`src/hdl/gas_box_settings.svh`:
```
`ifndef GAS_BOX_SETTINGS_SVH
`define GAS_BOX_SETTINGS_SVH

//////////////////////////////////////////////////////////////////////
// Frame geometry
//////////////////////////////////////////////////////////////////////

// Visible frame in pixels
`define SCREEN_W 640
`define SCREEN_H 480

// Box centre on screen
`define BOX_CX 320
`define BOX_CY 240

// RGB 3-3-2 pixel values
`define COLOR_BLACK 8'h00
`define COLOR_WHITE 8'hFF

//////////////////////////////////////////////////////////////////////
// Simulation
//////////////////////////////////////////////////////////////////////

// Depth of the particle store
`define MAX_PARTICLES 16

// LFSR value after reset, must not be zero
`define LFSR_SEED 13'h000F
// Shifts between two usable random values
`define LFSR_PERIOD 14

// Timesteps per hit window, one extra step closes it
`define HIT_WINDOW 100

`endif

```
`src/hdl/gas_box_pkg.sv`:
```
package gas_box_pkg;

	// Unsigned screen coordinate
	typedef logic [9:0] coord_t;
	// Per-step displacement, two's complement
	typedef logic signed [9:0] velocity_t;
	// y * SCREEN_W + x
	typedef logic [18:0] pixel_addr_t;
	typedef logic [7:0] pixel_color_t;
	// 0 to 16 particles
	typedef logic [4:0] particle_count_t;
	typedef logic [9:0] hit_count_t;
	typedef logic [12:0] rnd_t;
	// Wait length in clock cycles
	typedef logic [31:0] delay_t;

	// Run configuration, held stable from reset on
	typedef struct packed {
		coord_t box_width;
		particle_count_t particle_count;
		velocity_t speed;
		delay_t frame_delay;
	} sim_config_t;

	// One particle state
	typedef struct packed {
		coord_t x;
		coord_t y;
		velocity_t vx;
		velocity_t vy;
	} particle_t;

	// Frame buffer write, valid while we is high
	typedef struct packed {
		logic we;
		pixel_addr_t addr;
		pixel_color_t color;
	} pixel_write_t;

	// Sequencer phases
	typedef enum logic [3:0] {
		s_clear,
		s_box_top,
		s_box_bottom,
		s_box_left,
		s_box_right,
		s_init,
		s_erase,
		s_move_draw,
		s_wait
	} seq_state_e;

endpackage

```
`src/hdl/lfsr_source.sv`:
```
`timescale 1ns/1ps
`include "gas_box_settings.svh"

module lfsr_source (
	input logic clock,
	input logic reset,
	output gas_box_pkg::rnd_t rnd,
	output logic rnd_strobe
);

	localparam int CNT_W = $clog2(`LFSR_PERIOD);
	localparam logic [CNT_W-1:0] CNT_LAST = CNT_W'(`LFSR_PERIOD - 1);

	// Fibonacci register, shifts left every cycle
	gas_box_pkg::rnd_t shift_reg;
	// Position inside the period
	logic [CNT_W-1:0] shift_count;
	logic feedback;

	// Taps 12, 3, 2 and 0
	assign feedback = shift_reg[12] ^ shift_reg[3] ^ shift_reg[2] ^ shift_reg[0];

	always_ff @(posedge clock) begin
		if (reset) begin
			shift_reg <= `LFSR_SEED;
			shift_count <= '0;
		end else begin
			shift_reg <= {shift_reg[11:0], feedback};
			if (shift_count == CNT_LAST)
				shift_count <= '0;
			else
				shift_count <= shift_count + 1'b1;
		end
	end

	// Fresh value on the last count of each period
	assign rnd_strobe = (shift_count == CNT_LAST);
	assign rnd = shift_reg;

endmodule

```
`src/hdl/wall_bounce.sv`:
```
`timescale 1ns/1ps
`include "gas_box_settings.svh"

module wall_bounce (
	input gas_box_pkg::particle_t current,
	input gas_box_pkg::coord_t box_half,
	output gas_box_pkg::particle_t next,
	output logic hit
);

	// Result of one axis
	typedef struct packed {
		gas_box_pkg::coord_t pos;
		gas_box_pkg::velocity_t vel;
		logic flip;
	} axis_step_t;

	axis_step_t step_x;
	axis_step_t step_y;

	// Reflect off walls at centre +/- half, then keep strictly inside
	function automatic axis_step_t axis_step(
		input gas_box_pkg::coord_t pos,
		input gas_box_pkg::velocity_t vel,
		input gas_box_pkg::coord_t centre,
		input gas_box_pkg::coord_t half
	);
		logic signed [11:0] lo;
		logic signed [11:0] hi;
		logic signed [11:0] probe;
		logic signed [11:0] moved;
		axis_step_t result;
		// Wider signed math so nothing wraps near the screen edge
		lo = $signed({2'b00, centre}) - $signed({2'b00, half});
		hi = $signed({2'b00, centre}) + $signed({2'b00, half});
		probe = $signed({2'b00, pos}) + $signed({{2{vel[9]}}, vel});
		result.flip = (probe >= hi) || (probe <= lo);
		result.vel = result.flip ? -vel : vel;
		moved = $signed({2'b00, pos}) + $signed({{2{result.vel[9]}}, result.vel});
		// Clamp to the inside of the walls
		if (moved <= lo)
			moved = lo + 12'sd1;
		else if (moved >= hi)
			moved = hi - 12'sd1;
		result.pos = moved[9:0];
		return result;
	endfunction

	assign step_x = axis_step(current.x, current.vx, 10'(`BOX_CX), box_half);
	assign step_y = axis_step(current.y, current.vy, 10'(`BOX_CY), box_half);

	assign next.x = step_x.pos;
	assign next.y = step_y.pos;
	assign next.vx = step_x.vel;
	assign next.vy = step_y.vel;
	// Any reflected axis counts as one wall hit
	assign hit = step_x.flip | step_y.flip;

endmodule

```
`src/hdl/hit_tally.sv`:
```
`timescale 1ns/1ps
`include "gas_box_settings.svh"

module hit_tally (
	input logic clock,
	input logic reset,
	input logic hit_pulse,
	input logic step_done,
	output gas_box_pkg::hit_count_t hits_per_window
);

	localparam int STEP_W = $clog2(`HIT_WINDOW + 1);
	localparam logic [STEP_W-1:0] STEP_LAST = STEP_W'(`HIT_WINDOW);

	// Hits in the open window
	gas_box_pkg::hit_count_t running;
	gas_box_pkg::hit_count_t running_next;
	// Timesteps closed so far in this window
	logic [STEP_W-1:0] step_count;

	// A hit in this cycle still counts toward the open window
	assign running_next = running + gas_box_pkg::hit_count_t'(hit_pulse);

	always_ff @(posedge clock) begin
		if (reset) begin
			running <= '0;
			step_count <= '0;
			hits_per_window <= '0;
		end else if (step_done && step_count == STEP_LAST) begin
			// Window closes, publish and restart
			hits_per_window <= running_next;
			running <= '0;
			step_count <= '0;
		end else begin
			running <= running_next;
			if (step_done)
				step_count <= step_count + 1'b1;
		end
	end

endmodule

```
`src/hdl/gas_box_sequencer.sv`:
```
`timescale 1ns/1ps
`include "gas_box_settings.svh"

module gas_box_sequencer (
	input logic clock,
	input logic reset,
	input gas_box_pkg::sim_config_t cfg,
	input gas_box_pkg::rnd_t rnd,
	input logic rnd_strobe,
	output gas_box_pkg::pixel_write_t pixel,
	output logic hit_pulse,
	output logic step_done
);

	localparam int IDX_W = $clog2(`MAX_PARTICLES);
	localparam gas_box_pkg::pixel_addr_t LAST_ADDR =
		gas_box_pkg::pixel_addr_t'(`SCREEN_W * `SCREEN_H - 1);

	// Particle store
	gas_box_pkg::particle_t store [`MAX_PARTICLES];

	// Control
	gas_box_pkg::seq_state_e state;
	gas_box_pkg::seq_state_e edge_next;
	gas_box_pkg::pixel_addr_t clear_addr;
	gas_box_pkg::pixel_addr_t edge_addr;
	gas_box_pkg::coord_t edge_count;
	logic [IDX_W-1:0] idx;
	logic last_idx;
	// Init pass, 0 x, 1 y, 2 direction
	logic [1:0] init_phase;
	gas_box_pkg::delay_t wait_count;

	// Box geometry from the configured width
	gas_box_pkg::coord_t box_half;
	gas_box_pkg::coord_t box_lo_x;
	gas_box_pkg::coord_t box_hi_x;
	gas_box_pkg::coord_t box_lo_y;
	gas_box_pkg::coord_t box_hi_y;
	gas_box_pkg::coord_t init_mask;
	gas_box_pkg::coord_t rnd_offset;
	gas_box_pkg::velocity_t dir_vx;
	gas_box_pkg::velocity_t dir_vy;

	// Stepped particle at idx
	gas_box_pkg::particle_t bounced;
	logic bounce_hit;

	function automatic gas_box_pkg::pixel_addr_t pixel_at(
		input gas_box_pkg::coord_t x,
		input gas_box_pkg::coord_t y
	);
		return gas_box_pkg::pixel_addr_t'(y) * gas_box_pkg::pixel_addr_t'(`SCREEN_W)
			+ gas_box_pkg::pixel_addr_t'(x);
	endfunction

	function automatic gas_box_pkg::pixel_write_t px_write(
		input gas_box_pkg::pixel_addr_t addr,
		input gas_box_pkg::pixel_color_t color
	);
		return '{we: 1'b1, addr: addr, color: color};
	endfunction

	assign box_half = cfg.box_width >> 1;
	assign box_lo_x = gas_box_pkg::coord_t'(`BOX_CX) - box_half;
	assign box_hi_x = gas_box_pkg::coord_t'(`BOX_CX) + box_half;
	assign box_lo_y = gas_box_pkg::coord_t'(`BOX_CY) - box_half;
	assign box_hi_y = gas_box_pkg::coord_t'(`BOX_CY) + box_half;

	// Start offsets must stay inside the box
	always_comb begin
		if (cfg.box_width < 10'd70)
			init_mask = 10'd31;
		else if (cfg.box_width < 10'd135)
			init_mask = 10'd63;
		else if (cfg.box_width < 10'd265)
			init_mask = 10'd127;
		else
			init_mask = 10'd255;
	end
	assign rnd_offset = rnd[9:0] & init_mask;

	// Direction from the two low random bits
	always_comb begin
		case (rnd[1:0])
			2'd0: {dir_vx, dir_vy} = {-cfg.speed, 10'sd0};
			2'd1: {dir_vx, dir_vy} = {10'sd0, cfg.speed};
			2'd2: {dir_vx, dir_vy} = {cfg.speed, 10'sd0};
			default: {dir_vx, dir_vy} = {10'sd0, -cfg.speed};
		endcase
	end

	assign last_idx = (gas_box_pkg::particle_count_t'(idx) == cfg.particle_count - 5'd1);

	// Outline address and successor for each edge
	always_comb begin
		case (state)
			gas_box_pkg::s_box_top: begin
				edge_addr = pixel_at(box_lo_x + edge_count, box_lo_y);
				edge_next = gas_box_pkg::s_box_bottom;
			end
			gas_box_pkg::s_box_bottom: begin
				edge_addr = pixel_at(box_lo_x + edge_count, box_hi_y);
				edge_next = gas_box_pkg::s_box_left;
			end
			gas_box_pkg::s_box_left: begin
				edge_addr = pixel_at(box_lo_x, box_lo_y + edge_count);
				edge_next = gas_box_pkg::s_box_right;
			end
			default: begin
				edge_addr = pixel_at(box_hi_x, box_lo_y + edge_count);
				edge_next = gas_box_pkg::s_init;
			end
		endcase
	end

	wall_bounce i_wall_bounce (
		.current(store[idx]),
		.box_half(box_half),
		.next(bounced),
		.hit(bounce_hit)
	);

	//////////////////////////////////////////////////////////////////////
	// Particle store updates
	//////////////////////////////////////////////////////////////////////

	always_ff @(posedge clock) begin
		if (state == gas_box_pkg::s_init && rnd_strobe) begin
			case (init_phase)
				2'd0: store[idx].x <= rnd_offset + box_lo_x;
				2'd1: store[idx].y <= rnd_offset + box_lo_y;
				default: begin
					store[idx].vx <= dir_vx;
					store[idx].vy <= dir_vy;
				end
			endcase
		end else if (state == gas_box_pkg::s_move_draw) begin
			store[idx] <= bounced;
		end
	end

	//////////////////////////////////////////////////////////////////////
	// Phase FSM
	//////////////////////////////////////////////////////////////////////

	always_ff @(posedge clock) begin
		if (reset) begin
			state <= gas_box_pkg::s_clear;
			clear_addr <= '0;
			edge_count <= '0;
			idx <= '0;
			init_phase <= '0;
			wait_count <= '0;
			pixel <= '0;
			hit_pulse <= 1'b0;
			step_done <= 1'b0;
		end else begin
			// Strobes drop unless a phase raises them
			pixel.we <= 1'b0;
			hit_pulse <= 1'b0;
			step_done <= 1'b0;
			case (state)
				gas_box_pkg::s_clear: begin
					pixel <= px_write(clear_addr, `COLOR_BLACK);
					clear_addr <= clear_addr + 1'b1;
					if (clear_addr == LAST_ADDR)
						state <= gas_box_pkg::s_box_top;
				end
				gas_box_pkg::s_box_top,
				gas_box_pkg::s_box_bottom,
				gas_box_pkg::s_box_left,
				gas_box_pkg::s_box_right: begin
					// One idle cycle closes each edge
					if (edge_count < cfg.box_width) begin
						pixel <= px_write(edge_addr, `COLOR_WHITE);
						edge_count <= edge_count + 1'b1;
					end else begin
						edge_count <= '0;
						state <= edge_next;
					end
				end
				gas_box_pkg::s_init: begin
					// One value per strobe, x pass then y then direction
					if (rnd_strobe) begin
						if (last_idx) begin
							idx <= '0;
							if (init_phase == 2'd2) begin
								init_phase <= '0;
								state <= gas_box_pkg::s_erase;
							end else
								init_phase <= init_phase + 2'd1;
						end else
							idx <= idx + 1'b1;
					end
				end
				gas_box_pkg::s_erase: begin
					pixel <= px_write(pixel_at(store[idx].x, store[idx].y), `COLOR_BLACK);
					if (last_idx) begin
						idx <= '0;
						state <= gas_box_pkg::s_move_draw;
					end else
						idx <= idx + 1'b1;
				end
				gas_box_pkg::s_move_draw: begin
					pixel <= px_write(pixel_at(bounced.x, bounced.y), `COLOR_WHITE);
					hit_pulse <= bounce_hit;
					if (last_idx) begin
						idx <= '0;
						wait_count <= '0;
						state <= gas_box_pkg::s_wait;
					end else
						idx <= idx + 1'b1;
				end
				gas_box_pkg::s_wait: begin
					// frame_delay + 2 cycles, last one flags the step
					if (wait_count == cfg.frame_delay + 32'd1) begin
						step_done <= 1'b1;
						state <= gas_box_pkg::s_erase;
					end else
						wait_count <= wait_count + 32'd1;
				end
				default: state <= gas_box_pkg::s_clear;
			endcase
		end
	end

endmodule

```
`src/hdl/gas_box_top.sv`:
```
`timescale 1ns/1ps

module gas_box_top (
	input logic clock,
	input logic reset,
	input gas_box_pkg::sim_config_t cfg,
	output gas_box_pkg::pixel_write_t pixel,
	output logic step_done,
	output gas_box_pkg::hit_count_t hits_per_window
);

	// Random source to sequencer
	gas_box_pkg::rnd_t rnd;
	logic rnd_strobe;
	// Wall hit strobe to the tally
	logic hit_pulse;

	lfsr_source i_lfsr_source (
		.clock(clock),
		.reset(reset),
		.rnd(rnd),
		.rnd_strobe(rnd_strobe)
	);

	gas_box_sequencer i_gas_box_sequencer (
		.clock(clock),
		.reset(reset),
		.cfg(cfg),
		.rnd(rnd),
		.rnd_strobe(rnd_strobe),
		.pixel(pixel),
		.hit_pulse(hit_pulse),
		.step_done(step_done)
	);

	// Step strobe also leaves the top
	hit_tally i_hit_tally (
		.clock(clock),
		.reset(reset),
		.hit_pulse(hit_pulse),
		.step_done(step_done),
		.hits_per_window(hits_per_window)
	);

endmodule

```
`config.mk`:
```
export PLATFORM = sky130hd
export DESIGN_NAME = gas_box_top
export DESIGN_NICKNAME = d
export VERILOG_FILES = /design/src/hdl/gas_box_pkg.sv /design/src/hdl/lfsr_source.sv /design/src/hdl/wall_bounce.sv /design/src/hdl/hit_tally.sv /design/src/hdl/gas_box_sequencer.sv /design/src/hdl/gas_box_top.sv
export VERILOG_INCLUDE_DIRS = /design/src /design/src/hdl
export SDC_FILE = /design/constraint.sdc
export NUM_CORES = 1
export LEC_CHECK = 0
export BUFFER_PORTS_ARGS = -buffer_cell sky130_fd_sc_hd__buf_4
export CAP_MARGIN = 20
export CORE_ASPECT_RATIO = 0.6
export CORE_MARGIN = 2
export CORE_UTILIZATION = 65
export DETAILED_ROUTE_END_ITERATION = 10
export PLACE_DENSITY_LB_ADDON = 0.25
export SETUP_SLACK_MARGIN = 0.1
export SLEW_MARGIN = 20
export SYNTH_ARGS = -nofsm -noshare
export SYNTH_HDL_FRONTEND = slang
export SYNTH_SLANG_ARGS = --single-unit
export TNS_END_PERCENT = 20
```
`constraint.sdc`:
```
create_clock -name clock -period 25.1 [get_ports clock]
set_input_delay 2.51 -clock clock [delete_from_list [all_inputs] [get_ports clock]]
set_output_delay 2.51 -clock clock [all_outputs]
set_load 0.01 [all_outputs]
```
==> flow_summary.ini, run 1 <==
[placed_design]
dp_hpwl_um = 90600
port_buffers = 97
dp_cells = 4305
place.gp.congestion = 0.992

[die]
dieWidth_um = 336
pin_count = 98
row_count = 72
die_h_um = 203
dieArea_um2 = 68100
start_util_pct = 66.1
core-area_um2 = 64900

[setup_path]
worst-setup-path-type = reg2reg
crit_path_end_kind = flip-flop
cp-start-kind = flip-flop
r2r-end = i_gas_box_sequencer.pixel[25]$_SDFFE_PP0P_
max_stage_delay_ps = 840
crit_slowest_cell = buf_4
crit_family = compound AO/OA/AOI/OAI gates
crit_path_max_fanout = 62
critPathBufInv = 4
worstPathRequired_ps = 25580
r2r_cells = 57
path_common_cell = a21oi_1
cp_data_arrival_time_ps = 15660
reg2reg_slack_ps = 9920

[logic_synthesis]
synth_enable_flop_cells = 640
synth_nets = 3763
ys_warn_count = 0
yosys_register_bits = 782
netlist_instances = 3404
synthFlopType = edfxtp_1
ys_seq_area_share_pct = 51.5
netlist_area_um2 = 42900
syn_avg_cell_area_um2 = 12.6
ys_types = 94
async_flop_share_pct = 0

[worst_hold_path]
hold_path_depth = 1
hp-class = reg2reg
worstHoldStart = i_lfsr_source.rnd[10]$_SDFF_PP0_
holdPathEnd = i_lfsr_source.rnd[11]$_SDFF_PP0_

[clock_tree]
ctsResizeCount = 0
clkTransAtPathRegs_ps = 70
htree_levels = 3
worstSkewPairLatency_ps = 680
cts.sinks = 782
cts_buffer_depth = 3
post_cts_buffers = 0
numCtsBuffers = 70
cts_tree = yes
cts_hold_buf = 0
clock-root-buffer = clkbuf_16

[grt]
grt_pass1_vias = 30296
grt_pass1_wl_um = 195000
grt_start_max_net_pins = 63
grt_usage_pct = 39.1
grt.overflow.total = 0
antenna_found_initial = 4

[sta]
setup_violations = 0
fin_skew_ps = 47.2
period_share_pct = 60.5
maxClockFrequency_mhz = 65.9
tightestPinTransition_ps = 1320
slew_headroom_pct = 10.8
finalHoldViolations = 0
fin_crit_ps = 15180
rsz0062_at_grt = no
setup_tns_ps = 0
whs_ps = 456
maxSlewViolCount = 0

[drt]
initialDrtViolationCount = 4392
routed_wl_um = 133000
ant_nets = 0
firstDrtPassIters = 8
vias_per_cell = 7.04
dr_total_vias = 31207
routedWlPerCell_um = 29.9
drcViolationCount = 0

[final_layout]
fill_cells = 4012
nets = 3885
layout_commonest_cell = edfxtp_1
areaGrowthSynthToFinish_pct = 10.1
regArea_um2 = 22100
drive_above_1_share_pct = 15.3
layout_common_cells = edfxtp_1, nor2_1, ha_1
multi_input_area_um2 = 19800
fin_cells = 4432

[power]
vdd.ir_drop.worst_uv = 70.9
p_total_mw = 3.12
cellPowerDensity_nw_per_um2 = 66.0
cellLeakagePower_nw = 16.8

[run]
cap_violations = 0

[status]
outcome = complete, no violations
[through the flow]
| step | instance area, µm² | worst slack (ps) | util [%] |
|---|---|---|---|
| 5_1_grt | 47200 | 9000 | 72.7 |
| 4_1_cts | 47200 | 10340 | 72.7 |
| 6_report | 47200 | 9920 | 72.7 |
| 2_1_floorplan | 42900 | 11840 | - |
| 3_5_place_dp | 44800 | 10480 | 69.1 |
| 3_3_place_gp | 44800 | 10710 | 69.0 |
[synthesized netlist by cell type, types with 14 or more instances]
cell type  count  area, µm²
nand2_1      175        657
and4_1        14        123
nor3_1        64        320
buf_2         20        100
a22oi_1       17        128
a211oi_1      37        278
ha_1         284       3550
xnor2_1      175       1530
o22ai_1       14       87.6
nor2_1       313       1170
fa_1          16        320
mux2i_1       33        330
o21bai_1      24        180
a21o_1        51        383
nand3_1       79        395
nand2b_1      29        181
nor2b_1       63        394
nand4_1       35        219
a221oi_1      14        123
xor2_1       128       1120
mux4_2       191       4300
dfxtp_1      142       2840
and3_1        43        269
or3_1         22        138
inv_1        123        462
a31oi_1       36        225
o21a_1        33        248
a21oi_1      172        861
o21ai_0      111        556
edfxtp_1     640      19200
clkbuf_1      81        304
[worst reg2reg max path, delay by kind of cell (launching register included)]
kind / cells / cell delay [ps]
adder cells (fa/ha/maj): 7 / 1960
flip-flops: 1 / 760
AO/OA/AOI/OAI: 24 / 5190
XOR/XNOR: 5 / 1000
buffers and inverters: 4 / 1880
multiplexers: 2 / 930
AND/OR/NAND/NOR: 15 / 3270
[per-layer routing]
layer  part of all wire [%]  track usage, %
met5                  0.021               0
met4                    2.9            10.4
met3                     13            10.3
met2                     43            57.8
met1                     40            57.9
[power breakdown]
group | switching [mW] | total [mW] | internal, mW | leakage (nW)
clock network | 0.517 | 1.13 | 0.612 | 1.14
registers | 0.00224 | 1.43 | 1.43 | 6.96
logic | 0.358 | 0.557 | 0.199 | 8.73
total | 0.877 | 3.12 | 2.24 | 16.8
[state kept, by name, indices dropped and copies added, names as in the netlist, named ones only]
signal                          cells
i_lfsr_source.rnd                  13
i_gas_box_sequencer.pixel          21
i_hit_tally.running                10
i_lfsr_source.shift_count           4
i_gas_box_sequencer.store         640
i_gas_box_sequencer.clear_addr     19
i_hit_tally.hits_per_window        10
i_gas_box_sequencer.hit_pulse       1
i_gas_box_sequencer.step_done       1
i_gas_box_sequencer.state           4
i_hit_tally.step_count              7
i_gas_box_sequencer.init_phase      2
i_gas_box_sequencer.idx             4
i_gas_box_sequencer.wait_count     32
i_gas_box_sequencer.edge_count     10
[cells by family (layout without fill, tap and decap cells)]
| group | after synthesis | in the layout | share of synthesized area, % |
|---|---|---|---|
| simple gates | 906 | 906 | 10.2 |
| other cells | 0 | 1 | 0 |
| xor+xnor | 304 | 304 | 6.23 |
| flops | 782 | 782 | 51.5 |
| compound gates | 620 | 620 | 9.40 |
| fa+ha+maj | 300 | 300 | 9.04 |
| buf+inv | 257 | 433 | 2.54 |
| mux | 235 | 235 | 11.1 |
[how the worst max path moves through the flow]
stage / cells past startpoint / startpoint / end
floorplan: 62 / flip-flop / i_gas_box_sequencer.pixel[25]$_SDFFE_PP0P_
CTS: 57 / flip-flop / i_gas_box_sequencer.pixel[25]$_SDFFE_PP0P_
finish: 57 / flip-flop / i_gas_box_sequencer.pixel[25]$_SDFFE_PP0P_
global route: 57 / flip-flop / i_gas_box_sequencer.pixel[24]$_SDFFE_PP0P_
detailed placement: 57 / flip-flop / i_gas_box_sequencer.pixel[25]$_SDFFE_PP0P_
global placement: 57 / flip-flop / i_gas_box_sequencer.pixel[25]$_SDFFE_PP0P_
[cell type report]
type / count / share of cell area (%)
Sequential cell: 782 / 46.8
Multi-Input combinational cell: 2365 / 42.1
Clock buffer: 91 / 3.97
Timing Repair Buffer: 179 / 2.86
Tap cell: 851 / 2.26
Clock inverter: 35 / 1.06
Inverter: 128 / 1.02
Antenna cell: 1 / 0.00530
No activity file was read; power rests on OpenSTA's default activity.
==> run 2: changes to the inputs <==
--- a/config.mk
+++ b/config.mk
@@ -10,7 +10,7 @@
 export CAP_MARGIN = 20
 export CORE_ASPECT_RATIO = 0.6
 export CORE_MARGIN = 2
-export CORE_UTILIZATION = 65
+export CORE_UTILIZATION = 57
 export DETAILED_ROUTE_END_ITERATION = 10
 export PLACE_DENSITY_LB_ADDON = 0.25
 export SETUP_SLACK_MARGIN = 0.1
==> constraint.sdc (replaced) <==
create_clock -name clock -period 13.2 [get_ports clock]
set_input_delay 1.32 -clock clock [delete_from_list [all_inputs] [get_ports clock]]
set_output_delay 1.32 -clock clock [all_outputs]
set_load 0.01 [all_outputs]
==> run 2 against run 1 <==
Clock-buffer cell count up 4. Sequential share of layout area shrank 0.96 points. Clock power up 94%. Sequential power rose by 90%. Routed wire length shrank 3.2%. Cell count rose by 4.5%. Power is 91% higher. Via count fell by 1.3%. Worst hold slack got worse by 22 ps. Critical path depth unchanged. Worst setup slack lost 9400 ps. First-iteration DRC count decreased by 0.34%. Critical path type unchanged.
==> flow_summary.ini, run 2 (synthesized netlist as in run 1, its figures left out) <==
[setup_path]
cp_data_arrival_time_ps = 13200
crit_family = compound AO/OA/AOI/OAI gates
max_stage_delay_ps = 570
critPathBufInv = 5
cp-start-kind = flip-flop
worst-setup-path-type = reg2reg
crit_path_end_kind = flip-flop
crit_slowest_cell = mux4_2
worstPathRequired_ps = 13710
path_common_cell = ha_1
crit_path_max_fanout = 19

[worst_hold_path]
hp-class = reg2reg
worstHoldStart = i_lfsr_source.rnd[8]$_SDFF_PP0_

[die]
start_util_pct = 57.9
die_h_um = 216
dieWidth_um = 358
row_count = 77
core-area_um2 = 74000
pin_count = 98
dieArea_um2 = 77500

[power]
combPwrFrac_pct = 17.6
seq_power_share_pct = 45.6
cellLeakagePower_nw = 17.3
switchingPower_mw = 1.63
vdd.ir_drop.worst_uv = 95.9
switching_share_pct = 27.3
p_int_mw = 4.33
clkPwrFrac_pct = 36.8
cellPowerDensity_nw_per_um2 = 124
p_total_mw = 5.96

[sta]
setup_violations = 0
maxClockFrequency_mhz = 78.8
slew_headroom_pct = 20.3
finalHoldViolations = 0
setup_ws_ps = 504
setup_tns_ps = 0
period_share_pct = 96.2
tightestPinTransition_ps = 1190
rsz0062_at_grt = yes
fin_skew_ps = 36.9
fin_crit_ps = 12700
maxSlewViolCount = 0

[placed_design]
pre_cts_ws_ps = 129
dp_hpwl_um = 89900
port_buffers = 97
place.gp.congestion = 1.01

[status]
outcome = complete, no violations

[clock_tree]
htree_levels = 3
cts_buffer_depth = 3
cts.sinks = 782
numCtsBuffers = 73
worstSkewPairLatency_ps = 650
clkTransAtPathRegs_ps = 70
cts_hold_buf = 0
cts_tree = yes
clock-root-buffer = clkbuf_16

[drt]
dr_total_vias = 30806
initialDrtViolationCount = 4377
drcViolationCount = 0
routedWlPerCell_um = 27.7
vias_per_cell = 6.65
ant_nets = 0
routed_wl_um = 128000
firstDrtPassIters = 8

[run]
cap_violations = 0

[final_layout]
regArea_um2 = 22100
multi_input_area_um2 = 19900
layout_common_cells = edfxtp_1, nor2_1, ha_1
areaGrowthSynthToFinish_pct = 12.4
drive_above_1_share_pct = 17.5
layout_commonest_cell = edfxtp_1
max_flop_register = i_gas_box_sequencer.store
nets = 3946
fill_cells = 5347
largest_reg_flops = 640
diodes = 0
top_regs = i_gas_box_sequencer.store: 640 flops, i_gas_box_sequencer.wait_count: 32 flops, i_gas_box_sequencer.pixel: 21 flops

[grt]
grt.overflow.total = 0
grt_pass1_vias = 29337
grt_usage_pct = 32.5
grt_start_max_net_pins = 77
grt_pass1_wl_um = 186000
antenna_found_initial = 0
==> run 2: changes by cell type in the layout (fill, tap and decap cells not counted), sizes merged <==
cell      before  now
buf          179  235
clkinv        27   25
clkbuf        91   97
clkinvlp       1    4
diode          1    0
inv          128  130
==> run 2: what timing repair did <==
item | CTS | global route
setup endpoints to repair | 2 | 11
setup buffers | 1 | 21
hold endpoints to repair | 0 | 0
gates cloned | 0 | 2
resized for setup | 0 | 32
pin swaps | 0 | 1
==> run 2: layout make-up <==
class                           instances  share of cell area, %
Multi-Input combinational cell       2365                   41.4
Timing Repair Buffer                  237                   4.08
Tap cell                              987                   2.56
Sequential cell                       782                   45.8
Inverter                              128                  0.997
Clock inverter                         38                  0.930
Clock buffer                           95                   4.20
==> run 2: power by group through the flow <==
stage	Clock [mW]	Combinational, mW	Sequential (mW)
6_report	2.19	1.05	2.72
4_1_cts	2.21	1.01	2.72
3_5_place_dp	0	0.995	2.77
3_3_place_gp	0	0.971	2.77
2_1_floorplan	0	0.701	2.77
5_1_grt	2.29	1.15	2.72
==> run 2: final timing paths <==
kind,end,slack (ps),cells past startpoint
hold reg to reg,i_lfsr_source.rnd[9]$_SDFF_PP0_,430,1
setup reg to reg,i_gas_box_sequencer.pixel[25]$_SDFFE_PP0P_,500,57
hold / removal,i_lfsr_source.rnd[9]$_SDFF_PP0_,430,1
setup / recovery,i_gas_box_sequencer.pixel[25]$_SDFFE_PP0P_,500,57
==> run 2: per-layer routing <==
| metal | routed length (µm) | track usage [%] | vias to the layer above | part of all wire, % |
|---|---|---|---|---|
| li1 | - | - | 13304 | - |
| met5 | 0 | 0 | - | 0 |
| met4 | 2950 | 7.42 | 0 | 2.3 |
| met1 | 53700 | 50.6 | 15308 | 42 |
| met3 | 18000 | 8.48 | 235 | 14 |
| met2 | 53700 | 45.4 | 1959 | 42 |
==> run 2: per-stage QoR <==
step | instance area, µm² | hold slack, ps | utilization, % | cells
floorplan | 42900 | 414 | - | 3404
global placement | 45200 | 431 | 61.1 | 4475
detailed placement | 45200 | 420 | 61.1 | 4475
CTS | 47700 | 434 | 64.5 | 4609
global route | 48200 | 468 | 65.1 | 4632
finish | 48200 | 434 | 65.1 | 4632
